File: config.mk
export PLATFORM = sky130hd
export DESIGN_NAME = cpl_rx_buf
export DESIGN_NICKNAME = d
export VERILOG_FILES = /design/src/rtl/cpl_rx_pkg.sv /design/src/rtl/rd_req_gen.sv /design/src/rtl/cpl_filter.sv /design/src/rtl/cpl_writer.sv /design/src/rtl/prod_commit.sv /design/src/rtl/cpl_rx_buf.sv
export SDC_FILE = /design/constraint.sdc
export NUM_CORES = 1
export LEC_CHECK = 0
export BUFFER_PORTS_ARGS = -buffer_cell sky130_fd_sc_hd__buf_2
export CAP_MARGIN = 10
export CORE_MARGIN = 1
export CORE_UTILIZATION = 59
export DETAILED_ROUTE_END_ITERATION = 8
export PLACE_DENSITY = 0.8
export SLEW_MARGIN = 20
export SYNTH_ARGS = -nofsm -noshare
export SYNTH_HDL_FRONTEND = slang
export SYNTH_SLANG_ARGS = --single-unit
File: constraint.sdc
create_clock -name clk -period 11.9 [get_ports clk]
set_clock_uncertainty 0.05 [all_clocks]
set_input_delay 2.975 -clock clk [delete_from_list [all_inputs] [get_ports clk]]
set_output_delay 2.975 -clock clk [all_outputs]
set_load 0.02 [all_outputs]
File: src/rtl/cpl_rx_pkg.sv
/*
  shared types for the completion receive path
  completions are 3DW-header TLPs on a 64-bit TRN stream, so beat 1 carries
  the first payload dword in its lower half
  completion payloads must hold an even number of dwords
*/
package cpl_rx_pkg;

    typedef logic [63:0] qw_t;
    typedef logic [31:0] dw_t;
    typedef logic [9:0]  len_dw_t;

    localparam logic [6:0] cpl_fmt_type = 7'b1001010; // cpl with data
    localparam logic [2:0] cpl_sc       = 3'b000;     // successful completion

    // first header beat: dw0 above, dw1 below
    typedef struct packed {
        logic       rsvd0;
        logic [6:0] fmt_type;
        logic       rsvd1;
        logic [2:0] tc;
        logic [3:0] rsvd2;
        logic       td;
        logic       ep;
        logic [1:0] attr;
        logic [1:0] rsvd3;
        len_dw_t    len;        // dwords of payload
        logic [15:0] cpl_id;
        logic [2:0]  status;
        logic        bcm;
        logic [11:0] byte_cnt;
    } hdr0_t;

    // second beat: dw2 above, first payload dword below
    typedef struct packed {
        logic [15:0] req_id;
        logic [2:0]  tag_hi;    // unused, tags fit in 5 bits
        logic [4:0]  tag;
        logic        rsvd;
        logic [6:0]  lower_addr;
        dw_t         data;
    } hdr1_t;

    typedef union packed {
        hdr0_t hdr0;
        hdr1_t hdr1;
    } trn_beat_u;

    // host data is big endian per dword
    function automatic dw_t dw_swap(input dw_t d);
        return {d[7:0], d[15:8], d[23:16], d[31:24]};
    endfunction

endpackage

File: src/rtl/rd_req_gen.sv
/*
  splits one buffer descriptor into host read requests
  lbuf_en must be low again by the edge after lbuf_dn
  cfg_max_rd_req_size is a slow level; it is sampled through two registers
  buf_aw must be at least 8 so a 256 qw request fits in a pointer
*/
`timescale 1ns/1ns

module rd_req_gen import cpl_rx_pkg::*; #(
    parameter int         buf_aw   = 9,
    parameter int         tag_w    = 3,
    parameter logic [4:0] tag_base = 5'b00000
) (
    input  logic              clk,
    input  logic              rst,
    input  logic              lbuf_en,
    input  qw_t               lbuf_addr,
    input  logic [31:0]       lbuf_len,
    output logic              lbuf_dn,
    input  logic [2:0]        cfg_max_rd_req_size,
    input  logic [buf_aw:0]   committed_cons,
    input  logic [tag_w:0]    retired,
    output qw_t               hst_addr,
    output logic [8:0]        rd_qw,
    output logic [4:0]        rd_tag,
    output logic              rd,
    input  logic              rd_ack,
    output logic              new_rq,
    output logic [tag_w-1:0]  new_rq_tag,
    output logic [buf_aw:0]   new_rq_base,
    output logic [8:0]        new_rq_qw
);

    typedef enum logic [2:0] {s_idle, s_gap, s_chk, s_ack, s_upd} st_t;

    st_t               st;
    logic [1:0]        gap_cnt;     // settle time for the pipeline below
    logic [2:0]        mx_code;
    logic [8:0]        mx_qw;
    logic [8:0]        rq_qw;
    logic [31:0]       len_r;
    logic [31:0]       qw_cnt;
    logic [31:0]       qw_lft;
    logic [buf_aw:0]   iprod;       // issue pointer into the ring
    logic [buf_aw:0]   fill;
    logic [tag_w:0]    issued;
    logic [tag_w:0]    outst;
    logic              space_ok;

    assign rd_tag = {tag_base[4:tag_w], issued[tag_w-1:0]};

    ////////////////////////////////////////////////////////////////////////////
    // free running size and space pipeline, three stages deep
    always_ff @(posedge clk) begin
        mx_code  <= cfg_max_rd_req_size;
        mx_qw    <= (mx_code >= 3'd4) ? 9'd256 : (9'd16 << mx_code); // 4 and 5 both 256
        qw_lft   <= len_r - qw_cnt;
        rq_qw    <= (qw_lft > 32'(mx_qw)) ? mx_qw : qw_lft[8:0];
        fill     <= iprod - committed_cons;
        outst    <= issued - retired;
        space_ok <= ({1'b0, fill} + (buf_aw+2)'(rq_qw)) <= {2'b01, {buf_aw{1'b0}}};
    end

    ////////////////////////////////////////////////////////////////////////////
    // request FSM
    always_ff @(posedge clk) begin
        if (rst) begin
            st      <= s_idle;
            rd      <= 1'b0;
            lbuf_dn <= 1'b0;
            new_rq  <= 1'b0;
            iprod   <= '0;
            issued  <= '0;
            gap_cnt <= '0;
        end else begin
            lbuf_dn <= 1'b0;
            new_rq  <= 1'b0;
            case (st)
                s_idle: begin
                    hst_addr <= lbuf_addr;
                    len_r    <= lbuf_len;
                    qw_cnt   <= '0;
                    gap_cnt  <= '0;
                    if (lbuf_en) begin
                        st <= s_gap;
                    end
                end
                s_gap: begin
                    gap_cnt <= gap_cnt + 2'd1;
                    if (gap_cnt == 2'd2) begin
                        st <= s_chk;
                    end
                end
                s_chk: begin
                    rd_qw <= rq_qw;
                    if (qw_lft == '0) begin
                        lbuf_dn <= 1'b1;             // descriptor fully requested
                        st      <= s_idle;
                    end else if (!outst[tag_w] && space_ok) begin
                        rd <= 1'b1;
                        st <= s_ack;
                    end
                end
                s_ack: begin
                    if (rd_ack) begin
                        rd <= 1'b0;
                        st <= s_upd;
                    end
                end
                s_upd: begin
                    hst_addr    <= hst_addr + qw_t'({rd_qw, 3'b000});
                    qw_cnt      <= qw_cnt + 32'(rd_qw);
                    iprod       <= iprod + (buf_aw+1)'(rd_qw);
                    issued      <= issued + (tag_w+1)'(1);
                    new_rq      <= 1'b1;
                    new_rq_tag  <= issued[tag_w-1:0];
                    new_rq_base <= iprod;
                    new_rq_qw   <= rd_qw;
                    gap_cnt     <= '0;
                    st          <= s_gap;
                end
                default: st <= s_idle;
            endcase
        end
    end

endmodule

File: src/rtl/cpl_filter.sv
/*
  completion header walker
  only successful completions with data whose tag upper bits match tag_base
  are passed on; everything else is ignored without any side effect
*/
`timescale 1ns/1ns

module cpl_filter import cpl_rx_pkg::*; #(
    parameter int         tag_w    = 3,
    parameter logic [4:0] tag_base = 5'b00000
) (
    input  logic             clk,
    input  logic             rst,
    input  trn_beat_u        trn_rd,
    input  logic             trn_rsof_n,
    input  logic             trn_rsrc_rdy_n,
    output logic             cnsm,
    output len_dw_t          cpl_len,
    output logic [tag_w-1:0] cpl_tag
);

    logic in_hdr1;  // waiting for the second header beat

    always_ff @(posedge clk) begin
        if (rst) begin
            in_hdr1 <= 1'b0;
            cnsm    <= 1'b0;
        end else begin
            cnsm <= 1'b0;
            if (!trn_rsrc_rdy_n) begin
                if (!in_hdr1) begin
                    cpl_len <= trn_rd.hdr0.len;
                    if (!trn_rsof_n && trn_rd.hdr0.fmt_type == cpl_fmt_type &&
                        trn_rd.hdr0.status == cpl_sc) begin
                        in_hdr1 <= 1'b1;
                    end
                end else begin
                    cpl_tag <= trn_rd.hdr1.tag[tag_w-1:0];
                    if (trn_rd.hdr1.tag[4:tag_w] == tag_base[4:tag_w]) begin
                        cnsm <= 1'b1;           // ours
                    end
                    in_hdr1 <= 1'b0;
                end
            end
        end
    end

endmodule

File: src/rtl/cpl_writer.sv
/*
  writes completion payload into the ring buffer
  one qword per payload beat; the lower dword of each beat is held and
  paired with the upper dword of the next one
  assumes even dword counts and quadword aligned requests
*/
`timescale 1ns/1ns

module cpl_writer import cpl_rx_pkg::*; #(
    parameter int buf_aw = 9,
    parameter int tag_w  = 3
) (
    input  logic              clk,
    input  logic              rst,
    input  trn_beat_u         trn_rd,
    input  logic              trn_reof_n,
    input  logic              trn_rsrc_rdy_n,
    input  logic              cnsm,
    input  len_dw_t           cpl_len,
    input  logic [tag_w-1:0]  cpl_tag,
    input  logic              new_rq,
    input  logic [tag_w-1:0]  new_rq_tag,
    input  logic [buf_aw:0]   new_rq_base,
    output logic              wr_en,
    output logic [buf_aw-1:0] wr_addr,
    output qw_t               wr_data,
    output logic              cpl_done,
    output logic [tag_w-1:0]  cpl_done_tag,
    output logic [8:0]        cpl_done_qw
);

    localparam int n_tag = 2 ** tag_w;

    logic [buf_aw-1:0] wa [n_tag];  // next write address per tag
    trn_beat_u         rd_r;
    logic              reof_n_r;
    logic              rdy_n_r;
    logic              busy;
    logic [tag_w-1:0]  tag_r;
    logic [8:0]        qw_r;
    logic [buf_aw-1:0] nxt_addr;
    dw_t               held_dw;

    // one beat of delay so cnsm lines up with the first data beat
    always_ff @(posedge clk) begin
        rd_r     <= trn_rd;
        reof_n_r <= trn_reof_n;
    end

    ////////////////////////////////////////////////////////////////////////////
    // write datapath
    always_ff @(posedge clk) begin
        if (rst) begin
            rdy_n_r  <= 1'b1;
            busy     <= 1'b0;
            wr_en    <= 1'b0;
            cpl_done <= 1'b0;
        end else begin
            rdy_n_r  <= trn_rsrc_rdy_n;
            wr_en    <= 1'b0;
            cpl_done <= 1'b0;

            if (new_rq) begin
                wa[new_rq_tag] <= new_rq_base[buf_aw-1:0];
            end

            if (!busy) begin
                tag_r    <= cpl_tag;
                qw_r     <= cpl_len[9:1];
                nxt_addr <= wa[cpl_tag];
                held_dw  <= rd_r.hdr1.data;         // first payload dword
                if (cnsm) begin
                    busy <= 1'b1;
                end
            end else if (!rdy_n_r) begin
                wr_en    <= 1'b1;
                wr_addr  <= nxt_addr;
                wr_data  <= {dw_swap(rd_r[63:32]), dw_swap(held_dw)};
                held_dw  <= rd_r[31:0];
                nxt_addr <= nxt_addr + buf_aw'(1);
                if (!reof_n_r) begin
                    busy         <= 1'b0;
                    cpl_done     <= 1'b1;
                    cpl_done_tag <= tag_r;
                    cpl_done_qw  <= qw_r;
                    wa[tag_r]    <= nxt_addr + buf_aw'(1); // next cpl of this tag
                end
            end
        end
    end

endmodule

File: src/rtl/prod_commit.sv
/*
  in-order producer commit
  a request is retired only when every qword of it has arrived and all
  earlier requests are retired, so committed_prod never exposes a hole
*/
`timescale 1ns/1ns

module prod_commit #(
    parameter int buf_aw = 9,
    parameter int tag_w  = 3
) (
    input  logic             clk,
    input  logic             rst,
    input  logic             new_rq,
    input  logic [tag_w-1:0] new_rq_tag,
    input  logic [buf_aw:0]  new_rq_base,
    input  logic [8:0]       new_rq_qw,
    input  logic             cpl_done,
    input  logic [tag_w-1:0] cpl_done_tag,
    input  logic [8:0]       cpl_done_qw,
    output logic [buf_aw:0]  committed_prod,
    output logic [tag_w:0]   retired
);

    localparam int n_tag = 2 ** tag_w;

    logic [8:0]       rq_len  [n_tag];
    logic [8:0]       rcv_qw  [n_tag];
    logic [buf_aw:0]  end_ptr [n_tag];
    logic [n_tag-1:0] pend;             // issued, not yet retired
    logic [tag_w-1:0] trgt;

    assign trgt = retired[tag_w-1:0];   // oldest outstanding tag

    // per tag bookkeeping
    always_ff @(posedge clk) begin
        if (new_rq) begin
            rq_len[new_rq_tag]  <= new_rq_qw;
            end_ptr[new_rq_tag] <= new_rq_base + (buf_aw+1)'(new_rq_qw);
            rcv_qw[new_rq_tag]  <= '0;
        end
        if (cpl_done) begin
            rcv_qw[cpl_done_tag] <= rcv_qw[cpl_done_tag] + cpl_done_qw;
        end
    end

    always_ff @(posedge clk) begin
        if (rst) begin
            pend           <= '0;
            committed_prod <= '0;
            retired        <= '0;
        end else begin
            if (new_rq) begin
                pend[new_rq_tag] <= 1'b1;
            end
            if (pend[trgt] && rcv_qw[trgt] == rq_len[trgt]) begin
                pend[trgt]     <= 1'b0;
                committed_prod <= end_ptr[trgt];
                retired        <= retired + (tag_w+1)'(1);
            end
        end
    end

endmodule

File: src/rtl/cpl_rx_buf.sv
/*
  receive buffer manager for host memory reads
  no back-pressure: the receive stream and the ring write port take every beat
  committed_cons must only move forward, at most one ring size ahead
*/
`timescale 1ns/1ns

module cpl_rx_buf import cpl_rx_pkg::*; #(
    parameter int         buf_aw   = 9,
    parameter int         tag_w    = 3,
    parameter logic [4:0] tag_base = 5'b00000
) (
    input  logic              clk,
    input  logic              rst,
    // TRN receive
    input  trn_beat_u         trn_rd,
    input  logic              trn_rsof_n,
    input  logic              trn_reof_n,
    input  logic              trn_rsrc_rdy_n,
    input  logic [2:0]        cfg_max_rd_req_size,
    // descriptor
    input  logic              lbuf_en,
    input  qw_t               lbuf_addr,
    input  logic [31:0]       lbuf_len,
    output logic              lbuf_dn,
    // host read requests
    output qw_t               hst_addr,
    output logic [8:0]        rd_qw,
    output logic [4:0]        rd_tag,
    output logic              rd,
    input  logic              rd_ack,
    // ring buffer
    output logic              wr_en,
    output logic [buf_aw-1:0] wr_addr,
    output qw_t               wr_data,
    output logic [buf_aw:0]   committed_prod,
    input  logic [buf_aw:0]   committed_cons
);

    logic             new_rq;
    logic [tag_w-1:0] new_rq_tag;
    logic [buf_aw:0]  new_rq_base;
    logic [8:0]       new_rq_qw;
    logic             cnsm;
    len_dw_t          cpl_len;
    logic [tag_w-1:0] cpl_tag;
    logic             cpl_done;
    logic [tag_w-1:0] cpl_done_tag;
    logic [8:0]       cpl_done_qw;
    logic [tag_w:0]   retired;

    rd_req_gen #(.buf_aw(buf_aw), .tag_w(tag_w), .tag_base(tag_base)) rd_req_gen_i (
        .clk, .rst, .lbuf_en, .lbuf_addr, .lbuf_len, .lbuf_dn, .cfg_max_rd_req_size,
        .committed_cons, .retired, .hst_addr, .rd_qw, .rd_tag, .rd, .rd_ack,
        .new_rq, .new_rq_tag, .new_rq_base, .new_rq_qw
    );

    cpl_filter #(.tag_w(tag_w), .tag_base(tag_base)) cpl_filter_i (
        .clk, .rst, .trn_rd, .trn_rsof_n, .trn_rsrc_rdy_n, .cnsm, .cpl_len, .cpl_tag
    );

    cpl_writer #(.buf_aw(buf_aw), .tag_w(tag_w)) cpl_writer_i (
        .clk, .rst, .trn_rd, .trn_reof_n, .trn_rsrc_rdy_n, .cnsm, .cpl_len, .cpl_tag,
        .new_rq, .new_rq_tag, .new_rq_base, .wr_en, .wr_addr, .wr_data,
        .cpl_done, .cpl_done_tag, .cpl_done_qw
    );

    prod_commit #(.buf_aw(buf_aw), .tag_w(tag_w)) prod_commit_i (
        .clk, .rst, .new_rq, .new_rq_tag, .new_rq_base, .new_rq_qw,
        .cpl_done, .cpl_done_tag, .cpl_done_qw, .committed_prod, .retired
    );

endmodule

Yosys cells after proc, flatten, opt, wreduce, memory -nomap -nowiden --
Memory sizes are Yosys's and may differ from the RTL's. A register that Yosys moved wholly into a read port is not among the register bits. Cells that the tools add are included.
Cells by class: add/sub/neg operators 13, $lt $le $gt $ge 7, equality and inequality tests 14, shifts and indexed selects 1, multiplexer cells 54, bitwise gates (word level) 10, reductions and logical operators 31
Operators by type and width (count):
- $pmux W64 S2 | 1
- $add A64 B12 Y64 | 1
- $mux W32 | 2
- $pmux W32 S2 | 1
- $mux W3 | 11
- $add A32 B9 Y32 | 1
- $gt A32 B9 Y1 | 1
- $logic_not A32 Y1 | 1
- $sub A32 B32 Y32 | 1
- $mux W1 | 27
- $mux W9 | 3
- $mux W8 | 3
- $add A10 B9 Y10 | 2
- $pmux W3 S5 | 1
- $reduce_and A2 Y1 | 6
- $reduce_and A4 Y1 | 3
- $add A10 B9 Y11 | 1
- $le A11 B10 Y1 const B | 1
- $sub A10 B10 Y10 | 1
- $add A9 B1 Y9 const B | 1
- $add A9 B9 Y9 | 1
- $eq A9 B9 Y1 | 1
- $reduce_and A3 Y1 | 3
- $shl A5 B3 Y9 const A | 1
- 29 further kinds | 55
Storage, ports and cells: flip-flop bits (word level) 483, bits in writable memories 296, output and inout port bits 164, logic and storage cells 175, memories 4
Memories:
- prod_commit_i.end_ptr | depth 8, width 10, rd ports 1, clocked after Yosys merged registers in 1, write ports 1, RTL line prod_commit.sv:29 | logic [buf_aw:0] end_ptr [n_tag];
- cpl_writer_i.wa | depth 8, width 9, rd ports 1, clocked after Yosys merged registers in 1, write ports 2, RTL line cpl_writer.sv:34 | logic [buf_aw-1:0] wa [n_tag];
- prod_commit_i.rcv_qw | depth 8, width 9, rd ports 2, clocked after Yosys merged registers in 2, write ports 2, RTL line prod_commit.sv:28 | logic [8:0] rcv_qw [n_tag];
- prod_commit_i.rq_len | depth 8, width 9, rd ports 1, clocked after Yosys merged registers in 1, write ports 1, RTL line prod_commit.sv:27 | logic [8:0] rq_len [n_tag];

Logic depth before layout (Yosys ltp) --
depth after elaboration 9, depth in mapped cells 15

Modules after synthesis --
A second synthesis with hierarchy kept.
Unflattened totals: cells, all modules 2516, area total of the unflattened synthesis 34072.7 um2
Modules (own cells, without submodules):
- rd_req_gen | times used 1, cells each 1285, area an instance 13081.3 um2
- prod_commit | times used 1, cells each 737, area an instance 10994.3 um2
- cpl_writer | times used 1, cells each 470, area an instance 9496.6 um2
- cpl_filter | times used 1, cells each 24, area an instance 500.5 um2

Worst setup path before layout --
Ideal clock, no wire load.
kind input to register, start input rst, end register rd_req_gen_i.new_rq_base[0], enable pin, library setup time 381 ps, arrival 10601 ps, data required time 11469 ps, setup slack 868 ps, cell stages on the path 3, cells stage by stage clkbuf_1 nor3_1 and2_1
Between the ends: cells in the longest elaborated chain, start to end 2
RTL lines:
- from (decl) | RTL line cpl_rx_buf.sv:14 | input logic rst,
- $not A1 Y1 (no line)
- $reduce_and A2 Y1 (no line)
- to (signal assigned) | RTL line rd_req_gen.sv:117 | new_rq_base <= iprod;
- to (decl) | RTL line rd_req_gen.sv:30 | output logic [buf_aw:0] new_rq_base,
Every way passes these cells. A chain may end at the register's enable or synchronous reset.

==> impl_metrics.tcl <==
set metrics [dict create \
    status "finished clean" \
    hold_violations 0 \
    final_nets 3215 \
    ff2ff_setup_slack_ns 7.60 \
    cap_violations 0 \
    reg2regPathDepth 14 \
    setup_viol 0 \
    htreeDepth 3 \
    yosysMostFrequentCell "edfxtp_1" \
    io-pin-count 344 \
    hold_ws_ns 0.348 \
    num_vias 22500 \
    first_global_vias 22800 \
    cp_cell_sequence "buf_2, buf_4, nor3b_2, nand2b_1, clkinv_1, nand2_1, or3_1, o21ai_1" \
    syn_avg_cell_area_sq_um 13.1 \
    cp.depth 8 \
    place_congestion 0.906 \
    drtIter0Drc 2133 \
    hold_path.class "flip-flop to flip-flop" \
    dieWidth_um 242 \
    grt_max_degree 107 \
    fill_cells 3878 \
    rsz0062_at_grt "no" \
    power_switching_uw 1350 \
    holdPathStages 0 \
    insertion_delay_ns 0.64 \
    min_period_ns 5.43 \
    start_util_pct 60.0 \
    ir_worst_vdd_uv 123 \
    combPwrFrac_pct 5.5 \
    wl_per_cell_um 21.8 \
    post_cts_buffers 0 \
    cp_max_fo 63 \
    numPortBuffers 341 \
    synth-async-reset-ratio_pct 0 \
    wirelength_um 81700 \
    swShare_pct 22.4 \
    synthDistinctLibCells 73 \
    synth_edf_count 605 \
    drive_gt1_share_pct 20.1 \
    via_per_inst 6.00 \
    worstPathRequired_ns 12.13 \
    synthesis.area_sq_um 34000 \
    clkPwrFrac_pct 43.0 \
    rows 87 \
    cts.sinks 790 \
    p_per_area_nw_per_um2 154 \
    drc 0 \
    slowest_stage "buf_4" \
    ys_seq_elements 790 \
    internal-power_uw 4680 \
    synth_top_flop_cell "edfxtp_1" \
    critPathBufInv 3 \
    final_util_pct 69.2 \
    worstSetupEndpointType "flip-flop" \
    tritoncts "yes" \
    ant_nets 0 \
    tightest_slew_ns 1.14 \
    cpPeakStageDelay_ns 0.58 \
    fin_tns_setup_ns 0 \
    leakage_uw 0.0149 \
    path_class "input pin to flip-flop" \
    grt_first_pass_wirelength_um 126000 \
    yosys.area.top_type "edfxtp_1" \
    antenna_found_initial 3 \
    yosysWarnings 0 \
    maxSlewViolCount 0 \
    cts_resized 0 \
    worstPathArrival_ns 5.66 \
    power_frac_seq_pct 51.5 \
    clock.fmax_mhz 184 \
    synth_common_cells "edfxtp_1, nand2_1, nor2_1" \
    crit_path_start_kind "input pin" \
    slew_headroom_pct 24.1 \
    yosysTopAreaCellShare_pct 53.5 \
    syn2layout_area_growth_pct 15.2 \
    yosys-top-cells-area "edfxtp_1, dfxtp_1, mux4_2, ha_1, o21ai_0" \
    die_area_sq_um 58600 \
    critPathTopFamily "simple AND/OR/NAND/NOR gates" \
    cts_made_buffers 78 \
    die_y_um 242 \
    drt-pass1-iter-count 8 \
    grt_use_total_pct 27.8 \
    clk_pin_slew_worst_paths_ns 0.06 \
    netlist_instances 2589 \
    cts-root-buf "clkbuf_16" \
    clockBufferDepth 3 \
    period_share_pct 45.6 \
    hold_buffers 0 \
    p_total_uw 6030 \
    ys_seq_area_share_pct 64.4 \
    core-area_sq_um 56600 \
    overflow 0 \
    dp_hpwl_um 55300 \
]
-- metal layers --
layer	track usage [%]	wire length [um]	vias up
met5	0	27	-
met4	9.70	2530	4
met3	5.83	7740	199
met2	47.3	40500	1147
met1	35.3	30900	10900
li1	-	-	10300
-- cells by family after synthesis --
group	Yosys count	share of synthesized area [%]
AOI/OAI and AO/OA	466	8.22
xor gates and xnor gates	168	4.33
adders and majority gates	112	4.30
buffers and inverters	218	2.53
DFF	790	64.4
muxes	111	6.20
other	1	0.0110
and+or+nand+nor	723	10.0
-- flip-flops by register name, indices dropped and copies added, names as in the netlist, 10 cells and up, named ones only --
| signal | cells |
|---|---|
| rd_req_gen_i.new_rq_base | 10 |
| cpl_writer_i.held_dw | 32 |
| rd_req_gen_i.qw_cnt | 32 |
| rd_req_gen_i.hst_addr | 64 |
| cpl_writer_i.wr_data | 64 |
| rd_req_gen_i.fill | 10 |
| rd_req_gen_i.qw_lft | 32 |
| cpl_writer_i.wa | 72 |
| prod_commit_i.committed_prod | 10 |
| prod_commit_i.rcv_qw | 72 |
| rd_req_gen_i.len_r | 32 |
| prod_commit_i.end_ptr | 80 |
| prod_commit_i.rq_len | 72 |
| rd_req_gen_i.iprod | 10 |
| cpl_writer_i.rd_r | 64 |
-- per-stage QoR --
stage / area [sq um] / cells / setup WS [ns]
5_1_grt: 39200 / 3745 / 6.30
6_report: 39200 / 3746 / 6.47
4_1_cts: 39100 / 3745 / 6.47
3_5_place_dp: 36400 / 3599 / 5.81
2_1_floorplan: 34000 / 2590 / 0.868
3_3_place_gp: 36400 / 3599 / 5.93
-- worst paths after layout --
| kind | startpoint | endpoint |
|---|---|---|
| worst max-delay path | rst | cpl_writer_i.wa[2][4] |
| worst min-delay path | cpl_writer_i.rd_r[21] | cpl_writer_i.held_dw[21] |
| worst max register to register | flip-flop | prod_commit_i.rcv_qw[6][8] |
| worst min register to register | cpl_writer_i.rd_r[21] | cpl_writer_i.held_dw[21] |
-- layout make-up --
class	count	area, sq um	area share [%]
Timing Repair Buffer	355	1820	4.64
Inverter	116	435	1.11
Sequential cell	790	21900	55.9
Antenna cell	1	2.50	0.00639
Clock inverter	47	571	1.46
Tap cell	756	946	2.42
Multi-Input combinational cell	1582	11300	29.0
Clock buffer	99	2180	5.56
-- layout by cell type (no fill, tap or decap), drive strengths merged, types with 35 or more instances in the layout --
cell / n
edfxtp: 605
buf: 355
nand2: 238
nor2: 198
o21ai: 190
dfxtp: 185
inv: 125
a21oi: 120
ha: 104
clkbuf: 99
xnor2: 97
mux4: 78
xor2: 71
nand3: 51
nor3: 45
nand4: 35
-- power groups by stage --
stage / logic (uW) / registers [uW] / clock network, uW
floorplan: 201 / 3170 / 0
global placement: 313 / 3160 / 0
detailed placement: 325 / 3160 / 0
CTS: 329 / 3100 / 2630
global route: 365 / 3110 / 2730
finish: 332 / 3110 / 2590
Power figures use the tool's default switching activity.
